File: src/hw/cache_pkg.sv
package cache_pkg;

  // ==============================
  // cache geometry
  // ==============================
  localparam int TAG_WIDTH      = 26;
  localparam int INDEX_WIDTH    = 2;
  localparam int OFFSET_WIDTH   = 4;  // byte offset inside a line.
  localparam int WORDS_PER_LINE = 4;
  localparam int NUM_SETS       = 4;

  // Field view of a byte address, from tag down to byte offset.
  typedef struct packed {
    logic [TAG_WIDTH-1:0]      tag;
    logic [INDEX_WIDTH-1:0]    index;
    logic [OFFSET_WIDTH-3:0]   word_off;
    logic [1:0]                byte_off;
  } cache_addr_fields_t;

  typedef union packed {
    logic [31:0]        raw;
    cache_addr_fields_t f;
  } cache_addr_u;

  // ==============================
  // port requests
  // ==============================
  typedef struct packed {
    logic        write;
    cache_addr_u addr;
    logic [31:0] wdata;
  } cpu_req_t;

  typedef struct packed {
    logic        write;
    logic [31:0] addr;   // always word aligned.
    logic [31:0] wdata;
  } mem_req_t;

endpackage

File: src/hw/cache_ctrl_pkg.sv
package cache_ctrl_pkg;

  // Control word broadcast from the controller to every set.
  typedef struct packed {
    logic write_en;
    logic set_valid;
    logic set_dirty;
    logic strategy_en;  // victim choice may follow the age state.
    logic offset_sel;   // 1 takes offset and data from the processor side.
  } set_ctrl_t;

  // ==============================
  // miss handling FSM
  // ==============================
  typedef enum logic [2:0] {
    IDLE,
    COMPARE,
    WRITEBACK,
    REFILL,
    RESPOND
  } ctrl_state_e;

endpackage

File: src/hw/cache_line.sv
`timescale 1ns/1ps

module cache_line import cache_pkg::*; (
  input  logic                    clk_i,
  input  logic                    rst_n_i,
  input  logic                    write_en_i,
  input  logic                    set_valid_i,
  input  logic                    set_dirty_i,
  input  logic [TAG_WIDTH-1:0]    set_tag_i,
  input  logic [OFFSET_WIDTH-3:0] offset_i,
  input  logic [31:0]             write_data_i,
  output logic                    valid_o,
  output logic                    dirty_o,
  output logic [TAG_WIDTH-1:0]    tag_o,
  output logic                    hit_o,
  output logic [31:0]             read_data_o
);

  logic                 valid_q;
  logic                 dirty_q;
  logic [TAG_WIDTH-1:0] tag_q;
  logic [31:0]          data_q [WORDS_PER_LINE];

  always_ff @(posedge clk_i or negedge rst_n_i) begin
    if (!rst_n_i) begin
      valid_q <= 1'b0;
      dirty_q <= 1'b0;
    end else if (write_en_i) begin
      valid_q <= set_valid_i;
      dirty_q <= set_dirty_i;
    end
  end

  // The tag only matters once the line is valid.
  always_ff @(posedge clk_i) begin
    if (write_en_i) begin
      tag_q            <= set_tag_i;
      data_q[offset_i] <= write_data_i;  // one word per write.
    end
  end

  assign valid_o     = valid_q;
  assign dirty_o     = dirty_q;
  assign tag_o       = tag_q;
  assign hit_o       = valid_q && (tag_q == set_tag_i);
  assign read_data_o = data_q[offset_i];

endmodule

File: src/hw/replace_controller.sv
`timescale 1ns/1ps

module replace_controller #(
  parameter  int NUM_WAYS = 2,
  localparam int WAY_W    = $clog2(NUM_WAYS)
) (
  input  logic             clk_i,
  input  logic             rst_n_i,
  input  logic             strategy_en_i,
  input  logic             write_en_i,
  input  logic [WAY_W-1:0] line_write_i,
  output logic [WAY_W-1:0] line_replace_o
);

  logic [WAY_W-1:0] age_q [NUM_WAYS];
  logic [WAY_W-1:0] written_age;

  assign written_age = age_q[line_write_i];

  // The written way becomes the youngest.
  // Ways at or below its old age step back by one, saturating at the oldest slot,
  // so the all-zero reset state settles into a strict order.
  always_ff @(posedge clk_i or negedge rst_n_i) begin
    if (!rst_n_i) begin
      for (int i = 0; i < NUM_WAYS; i++) begin
        age_q[i] <= '0;
      end
    end else if (write_en_i) begin
      for (int i = 0; i < NUM_WAYS; i++) begin
        if (WAY_W'(i) == line_write_i) begin
          age_q[i] <= '0;
        end else if (age_q[i] <= written_age && age_q[i] != WAY_W'(NUM_WAYS - 1)) begin
          age_q[i] <= age_q[i] + 1'b1;
        end
      end
    end
  end

  always_comb begin
    logic [WAY_W-1:0] oldest;
    oldest = '0;
    if (strategy_en_i) begin
      for (int i = NUM_WAYS - 1; i >= 0; i--) begin
        if (age_q[i] >= age_q[oldest]) begin
          oldest = WAY_W'(i);  // ties go to the lowest way.
        end
      end
    end
    line_replace_o = oldest;
  end

  // The way that was just written is never the next victim.
  a_victim_not_newest: assert property (@(posedge clk_i) disable iff (!rst_n_i)
    write_en_i |=> !strategy_en_i || line_replace_o != $past(line_write_i));

endmodule

File: src/hw/cache_set.sv
`timescale 1ns/1ps

module cache_set import cache_pkg::*; import cache_ctrl_pkg::*; #(
  parameter  int NUM_WAYS = 2,
  localparam int WAY_W    = $clog2(NUM_WAYS)
) (
  input  logic                 clk_i,
  input  logic                 rst_n_i,
  input  set_ctrl_t            set_ctrl_i,
  input  cache_addr_u          addr_i,
  input  logic [31:0]          write_data_i,
  input  logic [31:0]          mem_addr_i,
  input  logic [31:0]          mem_read_data_i,
  output logic                 hit_o,
  output logic                 dirty_o,
  output logic [TAG_WIDTH-1:0] tag_dirty_line_o,
  output logic [31:0]          read_data_o
);

  logic [OFFSET_WIDTH-3:0] offset;
  logic [31:0]             write_data;
  logic                    all_valid;
  logic [NUM_WAYS-1:0]     valid_line;
  logic [NUM_WAYS-1:0]     dirty_line;
  logic [NUM_WAYS-1:0]     hit_line;
  logic [NUM_WAYS-1:0]     write_en_line;
  logic [TAG_WIDTH-1:0]    tag_line [NUM_WAYS];
  logic [31:0]             read_data_line [NUM_WAYS];
  logic [WAY_W-1:0]        line_replace;
  logic [WAY_W-1:0]        hit_way;
  logic [WAY_W-1:0]        victim_way;
  logic [WAY_W-1:0]        write_way;

  // the refill counter supplies the word during write-back and refill.
  assign offset     = set_ctrl_i.offset_sel ? addr_i.f.word_off : mem_addr_i[OFFSET_WIDTH-1:2];
  assign write_data = set_ctrl_i.offset_sel ? write_data_i : mem_read_data_i;
  assign all_valid  = &valid_line;
  assign hit_o      = |hit_line;

  replace_controller #(
    .NUM_WAYS(NUM_WAYS)
  ) u_replace_controller (
    .clk_i,
    .rst_n_i,
    .strategy_en_i (set_ctrl_i.strategy_en & all_valid),
    .write_en_i    (set_ctrl_i.write_en),
    .line_write_i  (write_way),
    .line_replace_o(line_replace)
  );

  for (genvar w = 0; w < NUM_WAYS; w++) begin : g_line
    cache_line u_line (
      .clk_i,
      .rst_n_i,
      .write_en_i  (write_en_line[w]),
      .set_valid_i (set_ctrl_i.set_valid),
      .set_dirty_i (set_ctrl_i.set_dirty),
      .set_tag_i   (addr_i.f.tag),
      .offset_i    (offset),
      .write_data_i(write_data),
      .valid_o     (valid_line[w]),
      .dirty_o     (dirty_line[w]),
      .tag_o       (tag_line[w]),
      .hit_o       (hit_line[w]),
      .read_data_o (read_data_line[w])
    );
  end

  // ==============================
  // way selection
  // ==============================
  always_comb begin
    hit_way    = '0;
    victim_way = line_replace;
    for (int i = 0; i < NUM_WAYS; i++) begin
      if (hit_line[i]) begin
        hit_way = WAY_W'(i);
      end
    end
    // The lowest invalid way is used before anything is evicted.
    for (int i = NUM_WAYS - 1; i >= 0; i--) begin
      if (!valid_line[i]) begin
        victim_way = WAY_W'(i);
      end
    end
    write_way                = hit_o ? hit_way : victim_way;
    write_en_line            = '0;
    write_en_line[write_way] = set_ctrl_i.write_en;
  end

  assign dirty_o          = dirty_line[victim_way];  // state of the line a miss replaces.
  assign tag_dirty_line_o = tag_line[victim_way];
  assign read_data_o      = hit_o ? read_data_line[hit_way] : read_data_line[victim_way];

  a_single_hit: assert property (@(posedge clk_i) disable iff (!rst_n_i)
    $onehot0(hit_line));

endmodule

File: src/hw/cache_controller.sv
`timescale 1ns/1ps

module cache_controller import cache_pkg::*; import cache_ctrl_pkg::*; (
  input  logic                 clk_i,
  input  logic                 rst_n_i,
  input  logic                 cpu_req_valid_i,
  input  cpu_req_t             cpu_req_i,
  input  logic                 hit_i,
  input  logic                 dirty_i,
  input  logic [TAG_WIDTH-1:0] victim_tag_i,
  input  logic [31:0]          set_rdata_i,
  input  logic                 mem_ack_i,
  input  logic [31:0]          mem_rdata_i,
  output cpu_req_t             req_o,
  output set_ctrl_t            set_ctrl_o,
  output logic [31:0]          refill_addr_o,
  output logic                 busy_o,
  output logic                 cpu_ready_o,
  output logic [31:0]          cpu_rdata_o,
  output logic                 mem_req_o,
  output mem_req_t             mem_req_data_o
);

  localparam logic [OFFSET_WIDTH-3:0] LAST_WORD = (OFFSET_WIDTH - 2)'(WORDS_PER_LINE - 1);

  ctrl_state_e             state_q;
  cpu_req_t                req_q;
  logic [OFFSET_WIDTH-3:0] word_cnt_q;
  logic                    mem_req_q;
  logic                    mem_done;
  logic                    cpu_ready_q;
  logic [31:0]             cpu_rdata_q;
  cache_addr_u             word_addr;

  assign mem_done = mem_req_q && mem_ack_i;  // the current word is finished.

  // ==============================
  // state and control registers
  // ==============================
  always_ff @(posedge clk_i or negedge rst_n_i) begin
    if (!rst_n_i) begin
      state_q     <= IDLE;
      word_cnt_q  <= '0;
      mem_req_q   <= 1'b0;
      cpu_ready_q <= 1'b0;
    end else begin
      cpu_ready_q <= 1'b0;
      case (state_q)
        IDLE: begin
          if (cpu_req_valid_i) begin
            state_q <= COMPARE;
          end
        end
        COMPARE: begin
          word_cnt_q <= '0;
          if (hit_i) begin
            state_q <= RESPOND;
          end else if (dirty_i) begin
            state_q <= WRITEBACK;
          end else begin
            state_q <= REFILL;
          end
        end
        WRITEBACK, REFILL: begin
          if (!mem_req_q) begin
            mem_req_q <= 1'b1;  // raise the request for the next word.
          end else if (mem_ack_i) begin
            mem_req_q  <= 1'b0;
            word_cnt_q <= word_cnt_q + 1'b1;
            if (word_cnt_q == LAST_WORD) begin
              // a refilled line hits on the second compare.
              state_q <= (state_q == WRITEBACK) ? REFILL : COMPARE;
            end
          end
        end
        RESPOND: begin
          cpu_ready_q <= 1'b1;
          state_q     <= IDLE;
        end
        default: state_q <= IDLE;
      endcase
    end
  end

  always_ff @(posedge clk_i) begin
    if (state_q == IDLE && cpu_req_valid_i) begin
      req_q <= cpu_req_i;
    end
    if (state_q == RESPOND) begin
      cpu_rdata_q <= set_rdata_i;  // for a write this is the word just stored.
    end
  end

  // ==============================
  // set control and memory request
  // ==============================
  always_comb begin
    set_ctrl_o = '0;
    case (state_q)
      COMPARE: begin
        set_ctrl_o.strategy_en = 1'b1;
        set_ctrl_o.offset_sel  = 1'b1;
        if (hit_i && req_q.write) begin
          set_ctrl_o.write_en  = 1'b1;
          set_ctrl_o.set_valid = 1'b1;
          set_ctrl_o.set_dirty = 1'b1;
        end
      end
      WRITEBACK: set_ctrl_o.strategy_en = 1'b1;
      REFILL: begin
        set_ctrl_o.strategy_en = 1'b1;
        set_ctrl_o.write_en    = mem_done;
        set_ctrl_o.set_valid   = 1'b1;
      end
      RESPOND: set_ctrl_o.offset_sel = 1'b1;
      default: ;
    endcase
  end

  always_comb begin
    word_addr.f.tag      = (state_q == WRITEBACK) ? victim_tag_i : req_q.addr.f.tag;
    word_addr.f.index    = req_q.addr.f.index;
    word_addr.f.word_off = word_cnt_q;
    word_addr.f.byte_off = 2'b00;
    mem_req_data_o.write = (state_q == WRITEBACK);
    mem_req_data_o.addr  = word_addr.raw;
    mem_req_data_o.wdata = (state_q == WRITEBACK) ? set_rdata_i : '0;
  end

  assign req_o         = req_q;
  assign refill_addr_o = word_addr.raw;
  assign busy_o        = (state_q != IDLE);
  assign cpu_ready_o   = cpu_ready_q;
  assign cpu_rdata_o   = cpu_rdata_q;
  assign mem_req_o     = mem_req_q;

  a_mem_req_stable: assert property (@(posedge clk_i) disable iff (!rst_n_i)
    mem_req_o && !mem_ack_i |=> $stable(mem_req_data_o));

endmodule

File: src/hw/cache_top.sv
`timescale 1ns/1ps

module cache_top import cache_pkg::*; import cache_ctrl_pkg::*; #(
  parameter int NUM_WAYS = 2
) (
  input  logic        clk_i,
  input  logic        rst_n_i,
  input  logic        cpu_req_valid_i,
  input  cpu_req_t    cpu_req_i,
  output logic        busy_o,
  output logic        cpu_ready_o,
  output logic [31:0] cpu_rdata_o,
  output logic        mem_req_o,
  output mem_req_t    mem_req_data_o,
  input  logic        mem_ack_i,
  input  logic [31:0] mem_rdata_i
);

  cpu_req_t               req;
  set_ctrl_t              set_ctrl;
  logic [31:0]            refill_addr;
  logic [INDEX_WIDTH-1:0] index;
  logic [NUM_SETS-1:0]    hit_set;
  logic [NUM_SETS-1:0]    dirty_set;
  logic [TAG_WIDTH-1:0]   victim_tag_set [NUM_SETS];
  logic [31:0]            rdata_set [NUM_SETS];

  assign index = req.addr.f.index;

  // ==============================
  // set array
  // ==============================
  for (genvar s = 0; s < NUM_SETS; s++) begin : g_set
    set_ctrl_t ctrl_gated;

    always_comb begin
      ctrl_gated          = set_ctrl;
      // only the indexed set writes.
      ctrl_gated.write_en = set_ctrl.write_en && (index == INDEX_WIDTH'(s));
    end

    cache_set #(
      .NUM_WAYS(NUM_WAYS)
    ) u_set (
      .clk_i,
      .rst_n_i,
      .set_ctrl_i      (ctrl_gated),
      .addr_i          (req.addr),
      .write_data_i    (req.wdata),
      .mem_addr_i      (refill_addr),
      .mem_read_data_i (mem_rdata_i),
      .hit_o           (hit_set[s]),
      .dirty_o         (dirty_set[s]),
      .tag_dirty_line_o(victim_tag_set[s]),
      .read_data_o     (rdata_set[s])
    );
  end

  cache_controller u_controller (
    .clk_i,
    .rst_n_i,
    .cpu_req_valid_i,
    .cpu_req_i,
    .hit_i         (hit_set[index]),
    .dirty_i       (dirty_set[index]),
    .victim_tag_i  (victim_tag_set[index]),
    .set_rdata_i   (rdata_set[index]),
    .mem_ack_i,
    .mem_rdata_i,
    .req_o         (req),
    .set_ctrl_o    (set_ctrl),
    .refill_addr_o (refill_addr),
    .busy_o,
    .cpu_ready_o,
    .cpu_rdata_o,
    .mem_req_o,
    .mem_req_data_o
  );

endmodule

File: config.mk
export PLATFORM = sky130hd
export DESIGN_NAME = cache_top
export DESIGN_NICKNAME = d
export VERILOG_FILES = /design/src/hw/cache_pkg.sv /design/src/hw/cache_ctrl_pkg.sv /design/src/hw/cache_line.sv /design/src/hw/replace_controller.sv /design/src/hw/cache_set.sv /design/src/hw/cache_controller.sv /design/src/hw/cache_top.sv
export SDC_FILE = /design/constraint.sdc
export NUM_CORES = 2
export LEC_CHECK = 0
export BUFFER_PORTS_ARGS = -buffer_cell sky130_fd_sc_hd__buf_2
export CAP_MARGIN = 20
export CORE_ASPECT_RATIO = 1.2
export CORE_MARGIN = 2
export CORE_UTILIZATION = 62
export DETAILED_ROUTE_END_ITERATION = 8
export PLACE_DENSITY = 0.81
export RECOVER_POWER = 25
export SLEW_MARGIN = 15
export SYNTH_ARGS = -nofsm -noshare
export SYNTH_HDL_FRONTEND = slang
export SYNTH_SLANG_ARGS = --single-unit
File: constraint.sdc
create_clock -name clk_i -period 6.4 [get_ports clk_i]
set_input_delay 0 -clock clk_i [delete_from_list [all_inputs] [get_ports clk_i]]
set_output_delay 0 -clock clk_i [all_outputs]
set_load 0.005 [all_outputs]
# Word-level counts from Yosys, hierarchy flattened

Memory sizes are Yosys's and may differ from the RTL's.
Cells that the tools add are included.
Widths: inputs -> output; s select.

Add/subtract/negate cells: 9
$lt $le $gt $ge: 46
Eq/ne operators: 24
Mux-type cells: 177
Bitwise logic cells: 33
Reductions and logical operators: 56

Operator list:

| kind                | count |
|---|---|
| $mux 32             | 32 |
| $mux 26             | 15 |
| $eq 26x26->1        | 8 |
| $mux 1              | 109 |
| $bmux 32 s2         | 1 |
| $bmux 26 s2         | 1 |
| $ge 2x2->1 const B  | 16 |
| $not 1->2           | 16 |
| $logic_and 1x1->1   | 27 |
| $reduce_and 2->1    | 12 |
| $mux 3              | 6 |
| $lt 1x2->1 const B  | 8 |
| $ne 2x1->1 const B  | 6 |
| $reduce_or 2->1     | 6 |
| $reduce_bool 2->1   | 5 |
| $pmux 3 s3          | 1 |
| $add 1x1->1 const B | 8 |
| $and 2x2->2         | 4 |
| $ge 1x1->1          | 8 |
| $le 1x1->1          | 8 |
| $mux 2              | 4 |
| $not 1->1           | 8 |
| $pmux 2 s2          | 2 |
| $eq 2x2->1 const B  | 3 |
| other kinds (19)    | 31 |

Register bits: 336
Memory bits (writable): 1024
Input port bits: 101
Output and inout bits: 100
Memories kept: 8

Memories:

| memory                                 | words | width | rd ports | clocked after memory_dff | wr ports | line             | source |
|---|---|---|---|---|---|---|---|
| g_set[0].u_set.g_line[0].u_line.data_q | 4     | 32    | 1        | 0                        | 1        | cache_line.sv:22 | `logic [31:0] data_q [WORDS_PER_LINE];` |
| g_set[0].u_set.g_line[1].u_line.data_q | 4     | 32    | 1        | 0                        | 1        | cache_line.sv:22 |  |
| g_set[1].u_set.g_line[0].u_line.data_q | 4     | 32    | 1        | 0                        | 1        | cache_line.sv:22 |  |
| g_set[1].u_set.g_line[1].u_line.data_q | 4     | 32    | 1        | 0                        | 1        | cache_line.sv:22 |  |
| g_set[2].u_set.g_line[0].u_line.data_q | 4     | 32    | 1        | 0                        | 1        | cache_line.sv:22 |  |
| g_set[2].u_set.g_line[1].u_line.data_q | 4     | 32    | 1        | 0                        | 1        | cache_line.sv:22 |  |
| 2 more memories                        | -     | -     | -        | -                        | -        | -                |  |

# Depth between registers and ports, before layout

Depth after elaboration: 23
Mapped depth: 13
Gate-level depth less buffers: 8

# Hierarchy

Synthesis repeated with hierarchy kept, for this count alone.

Cells, all modules: 2698
Area total of the unflattened synthesis: 56978.4 sq um

Modules (own cells, without submodules):

| module             | instances | cells each | area an instance (sq um) |
|---|---|---|---|
| cache_line         | 8         | 238        | 5776.8 |
| cache_set          | 4         | 111        | 1183.6 |
| cache_controller   | 1         | 244        | 4136.5 |
| cache_top          | 1         | 78         | 1547.7 |
| replace_controller | 4         | 7          | 86.3 |

# Least setup slack after synthesis

No wires, ideal clock.

Path kind: reg-to-reg
From: register u_controller.req_q, in the netlist u_controller.req_o[42]
To: memory g_set[3].u_set.g_line[0].u_line.data_q[2][0] (enable)
Setup time: 0.461 ns
Arrival: 4.460 ns
Required time: 5.939 ns
Slack: 1.479 ns
Cell stages (with the launch flop): 12
Path through: edfxtp_1 -> buf_2 -> xnor2_1 -> nand4_1 -> nor4_1 -> and4_1 -> a211o_1 -> and4_1 -> a31oi_1 -> buf_2 -> buf_1 -> nor3_1

Cells in the longest elaborated chain, start to end: 12
Elaborated cells between the ends (all ways): 36
Those cells by class: 2 x order compare; 8 x eq/ne; 10 x mux; 1 x bitwise; 15 x reduce/logical

Ends and longest elaborated chain:

| what                             | line                    | source |
|---|---|---|
| start: declaration               | cache_controller.sv:27  | `cpu_req_t req_q;` |
| start signal: assignment         | cache_controller.sv:87  | `req_q <= cpu_req_i;` |
| $eq 26x26->1                     | cache_line.sv:45        | `assign hit_o = valid_q && (tag_q == set_tag_i);` |
| $logic_and 1x1->1                | cache_line.sv:45        |  |
| $reduce_or 2->1                  | cache_set.sv:38         | `assign hit_o = \|hit_line;` |
| $bmux 1 s2                       | cache_top.sv:64         | `.hit_i (hit_set[index]),` |
| $mux 1 (not written as such)     | cache_top.sv:64         |  |
| $logic_and 1x1->1                | cache_controller.sv:103 | `if (hit_i && req_q.write) begin` |
| $mux 3                           | cache_controller.sv:103 |  |
| $pmux 2 s2                       | cache_controller.sv:99  | `case (state_q)` |
| $logic_and 1x1->1                | cache_top.sv:39         | `ctrl_gated.write_en = set_ctrl.write_en && (index == INDEX_WIDTH'(s));` |
| $and 2x2->2 (no source line) (*) | -                       |  |
| $mux 1 (*)                       | cache_line.sv:36        | `if (write_en_i) begin` |
| $mux 1 (not written as such) (*) | cache_line.sv:38        | `data_q[offset_i] <= write_data_i;` |
| end: declaration                 | cache_line.sv:22        |  |

Mark *: on every way between the ends. The rest lies on a longest branch, timed or not. The select of a mux whose other input is x is not followed.

==> results.ini <==
[yosys]
synth.distinct_cells = 52
synth_edf_count = 1327
yosys_register_bits = 1358
yosysSeqAreaShare_pct = 70.3
synth_flop_cell = edfxtp_1
ys.warnings.count = 0
syn_area_per_cell_sq_um = 13.6
syn_area_sq_um = 57800
synth_cells = 4234
postSynth.asyncResetShare_pct = 2.28

[worst_setup_path]
r2r-end = g_set[2].u_set.g_line[0].u_line.data_q[2][29]
path_class = flop to output port
reg2reg_slack_ps = 1350
critPathLaunchType = flop
crit_fanout = 50
crit_arrival_ps = 5490
rr_worst_depth = 11
worstPathRequired_ps = 6400
worstReg2RegStart = u_controller.req_o[59]
critPathCaptureType = output port

[cts]
ctsHtreeMaxLevel = 4
cts_tree = done
cts_buffer_depth = 3
cts.sinks = 1358
cts_setup_buffers = 0
path_clk_slew_ps = 60
clock_latency_ps = 750
clock-root-buffer = clkbuf_16
cts_buffers = 131

[sta]
setup-tns-final_ps = 0
worst_pin_slew_ps = 3460
report.final.slew_viol_count = 122
slew_headroom_pct = -131
layout_min_cycle_time_ps = 5490
rsz0062_at_grt = false
fin_crit_sh_pct = 85.7
finalSetupViolCount = 0
fin_worst_skew_ps = 41.6
fmax_mhz = 182
hold_viol_final = 0

[detailed_routing]
drcViolationCount = 0
viasPerCell = 6.56
vias = 38265
wirelength_microns = 159000
drt-initial-drc-count = 5158
antenna_left = 0
wl_per_cell_microns = 27.3
first_pass_iters = 6

[run_status]
violations = capacitance limit, slew limit
status = finished, violations left

[layout]
layout-drive-gt1-share_pct = 12.2
nets = 4586
fin_area_sq_um = 65500
utilization_pct = 70.9
layoutNonFillerInstCount = 5830
synthToLayoutAreaGrowth_pct = 13.4

[floorplanning]
die_w_microns = 283
design.portCount = 201
die_area_sq_um = 95600
start_util_pct = 62.6
die_height_microns = 338
std_cell_rows = 122
coreArea_sq_um = 92400

[global_routing]
grt_pass1_vias = 38179
grt.total_usage_pct = 33.4
antenna_found_initial = 3
overflow = 0
grt_max_degree = 202
grt_pass1_wl_microns = 234000

[hold_path]
holdPathEnd = g_set[3].u_set.g_line[1].u_line.data_q[1][5]
hold_depth = 2
holdCritPathClass = primary input to flop
worstHoldStart = mem_rdata_i[5]

[placed_design]
gp_congestion = 0.937
io_buffer_count = 196
dp.cells = 5463
dp_hpwl_microns = 88700
placed_cell_area_sq_um = 60100

[run]
maxCapViolCount = 3

[power]
p_per_area_nw_per_um2 = 431
leakagePower_uw = 0.0231
ir_worst_vdd_mv = 0.426

-- worst max path at each step --
| stage | cells past startpoint | from | to | slack [ps] |
|---|---|---|---|---|
| finish | 11 | u_controller.req_o[54] | mem_req_data_o[27] | 910 |
| global route | 11 | u_controller.state_q[2] | mem_req_data_o[6] | 770 |
| CTS | 10 | u_controller.req_o[41] | mem_req_data_o[27] | 1120 |
| detailed placement | 9 | u_controller.req_o[41] | g_set[1].u_set.g_line[0].u_line.data_q[3][16] | 1690 |
| global placement | 9 | u_controller.req_o[41] | g_set[1].u_set.g_line[0].u_line.data_q[3][17] | 1750 |
| floorplan | 11 | u_controller.req_o[42] | g_set[3].u_set.g_line[0].u_line.data_q[2][0] | 1480 |
-- synth_stat cells (2+ instances only) --
| cell | number | share of area [%] |
|---|---|---|
| a211o_1 | 53 | 0.80 |
| a211oi_2 | 25 | 0.54 |
| a21oi_1 | 136 | 1.2 |
| a311oi_1 | 50 | 0.76 |
| a31oi_1 | 51 | 0.55 |
| and2_1 | 9 | 0.097 |
| and3_1 | 127 | 1.4 |
| and4_1 | 36 | 0.55 |
| buf_1 | 38 | 0.25 |
| buf_2 | 118 | 1.0 |
| buf_4 | 14 | 0.18 |
| clkbuf_1 | 133 | 0.86 |
| dfrtp_1 | 31 | 1.3 |
| edfxtp_1 | 1327 | 69 |
| inv_1 | 189 | 1.2 |
| mux2_2 | 58 | 1.1 |
| mux2i_1 | 211 | 3.7 |
| nand2_1 | 568 | 3.7 |
| nand2_2 | 4 | 0.043 |
| nand2b_1 | 7 | 0.076 |
| nand3_1 | 306 | 2.7 |
| nand4_1 | 62 | 0.67 |
| nor2_1 | 25 | 0.16 |
| nor2b_1 | 3 | 0.032 |
| nor3_1 | 70 | 0.61 |
| nor4_1 | 19 | 0.21 |
| o211ai_1 | 184 | 2.4 |
| o21ai_0 | 80 | 0.69 |
| o21ai_1 | 4 | 0.035 |
| o21bai_1 | 9 | 0.12 |
| o22ai_1 | 57 | 0.62 |
| o32a_1 | 3 | 0.052 |
| or2_2 | 2 | 0.022 |
| xnor2_1 | 164 | 2.5 |
| xor2_1 | 44 | 0.67 |
-- registers in the layout, indices dropped and copies added (netlist names) --
signal,cells
g_set.u_set.g_line.u_line.data_q,1024
g_set.u_set.g_line.u_line.tag_o,208
u_controller.req_o,61
u_controller.cpu_rdata_o,32
g_set.u_set.g_line.u_line.dirty_o,8
g_set.u_set.g_line.u_line.valid_o,8
g_set.u_set.u_replace_controller.age_q,8
u_controller.state_q,3
u_controller.mem_req_data_o,2
u_controller.word_cnt_q,2
u_controller.cpu_ready_o,1
u_controller.mem_req_o,1
-- through the flow --
step	power, uW	hold WS (ps)	setup WS, ps
finish	28200	64.3	913
global route	29300	56.1	775
CTS	28000	4.09	1120
detailed placement	20500	78.8	1690
global placement	20200	72.3	1750
floorplan	17600	-296	1480
-- worst max-delay path, stage by stage, from the launching register on --
cell and delay, ps:
edfxtp_1 650, clkbuf_1 500, xnor2_1 200, nand4_1 150
nor4_1 660, a21oi_1 250, nor2_4 530, buf_4 710
nor3_1 160, a211oi_2 290, and4_1 430, buf_2 180
-- repair_timing --
action / CTS / global route
hold endpoints to repair: 107 / 0
hold buffers: 126 / 0
resized for setup: 0 / 0
-- final cells by class --
cell class / count / area, sq um
antenna: 1 / 2.50
clock buffer: 160 / 3490
clock inverter: 78 / 672
fill: 5734 / 26900
inverter: 189 / 709
multi-input combinational: 2384 / 15400
sequential: 1358 / 40600
tap: 1240 / 1550
timing repair buffer: 420 / 3060
-- where the power goes --
group	internal [uW]	switching, uW	leakage [uW]
registers	10800	298	0.0123
logic	3070	6540	0.00875
clock network	4270	3280	0.00202
total	18100	10100	0.0231
-- cell usage in the layout, fill, tap and decap left out, types with 36 or more instances in the layout --
| cell type | Yosys | final |
|---|---|---|
| a31oi_1 | 51 | 50 |
| a211o_1 | 53 | 53 |
| inv_1 | 189 | 188 |
| xor2_1 | 44 | 45 |
| buf_4 | 14 | 78 |
| mux2_2 | 58 | 48 |
| nand2_1 | 568 | 567 |
| o22ai_1 | 57 | 57 |
| mux2i_1 | 211 | 211 |
| nor3_1 | 70 | 38 |
| nand4_1 | 62 | 62 |
| o211ai_1 | 184 | 184 |
| buf_2 | 118 | 159 |
| a311oi_1 | 50 | 50 |
| edfxtp_1 | 1327 | 1327 |
| clkinv_1 | 0 | 38 |
| a21oi_1 | 136 | 136 |
| clkbuf_16 | 0 | 136 |
| and4_1 | 36 | 36 |
| xnor2_1 | 164 | 164 |
| o21ai_0 | 80 | 80 |
| clkbuf_1 | 133 | 69 |
| and3_1 | 127 | 126 |
| nand3_1 | 306 | 305 |
| dlygate4sd3_1 | 0 | 125 |
-- metal layers --
| layer | vias up | track usage [%] | share of wire, % |
|---|---|---|---|
| li1 | 16419 | - | - |
| met1 | 18690 | 42.0 | 35 |
| met2 | 2581 | 52.9 | 48 |
| met3 | 575 | 7.00 | 11 |
| met4 | 0 | 20.9 | 6.9 |
| met5 | - | 0 | 0 |
-- cells by family (layout without fill, tap and decap cells) --
group,after synthesis,in the layout,share of synthesized area [%]
and+or+nand+nor,1239,1239,10.2
adders and majority gates,1,1,0.0217
buffers and inverters,493,847,3.56
DFF,1358,1358,70.3
AOI/OAI and AO/OA,662,662,7.88
other,1,3,0.00649
xor gates and xnor gates,209,209,3.18
muxes,271,271,4.84
No activity file was read; power rests on OpenSTA's default activity.
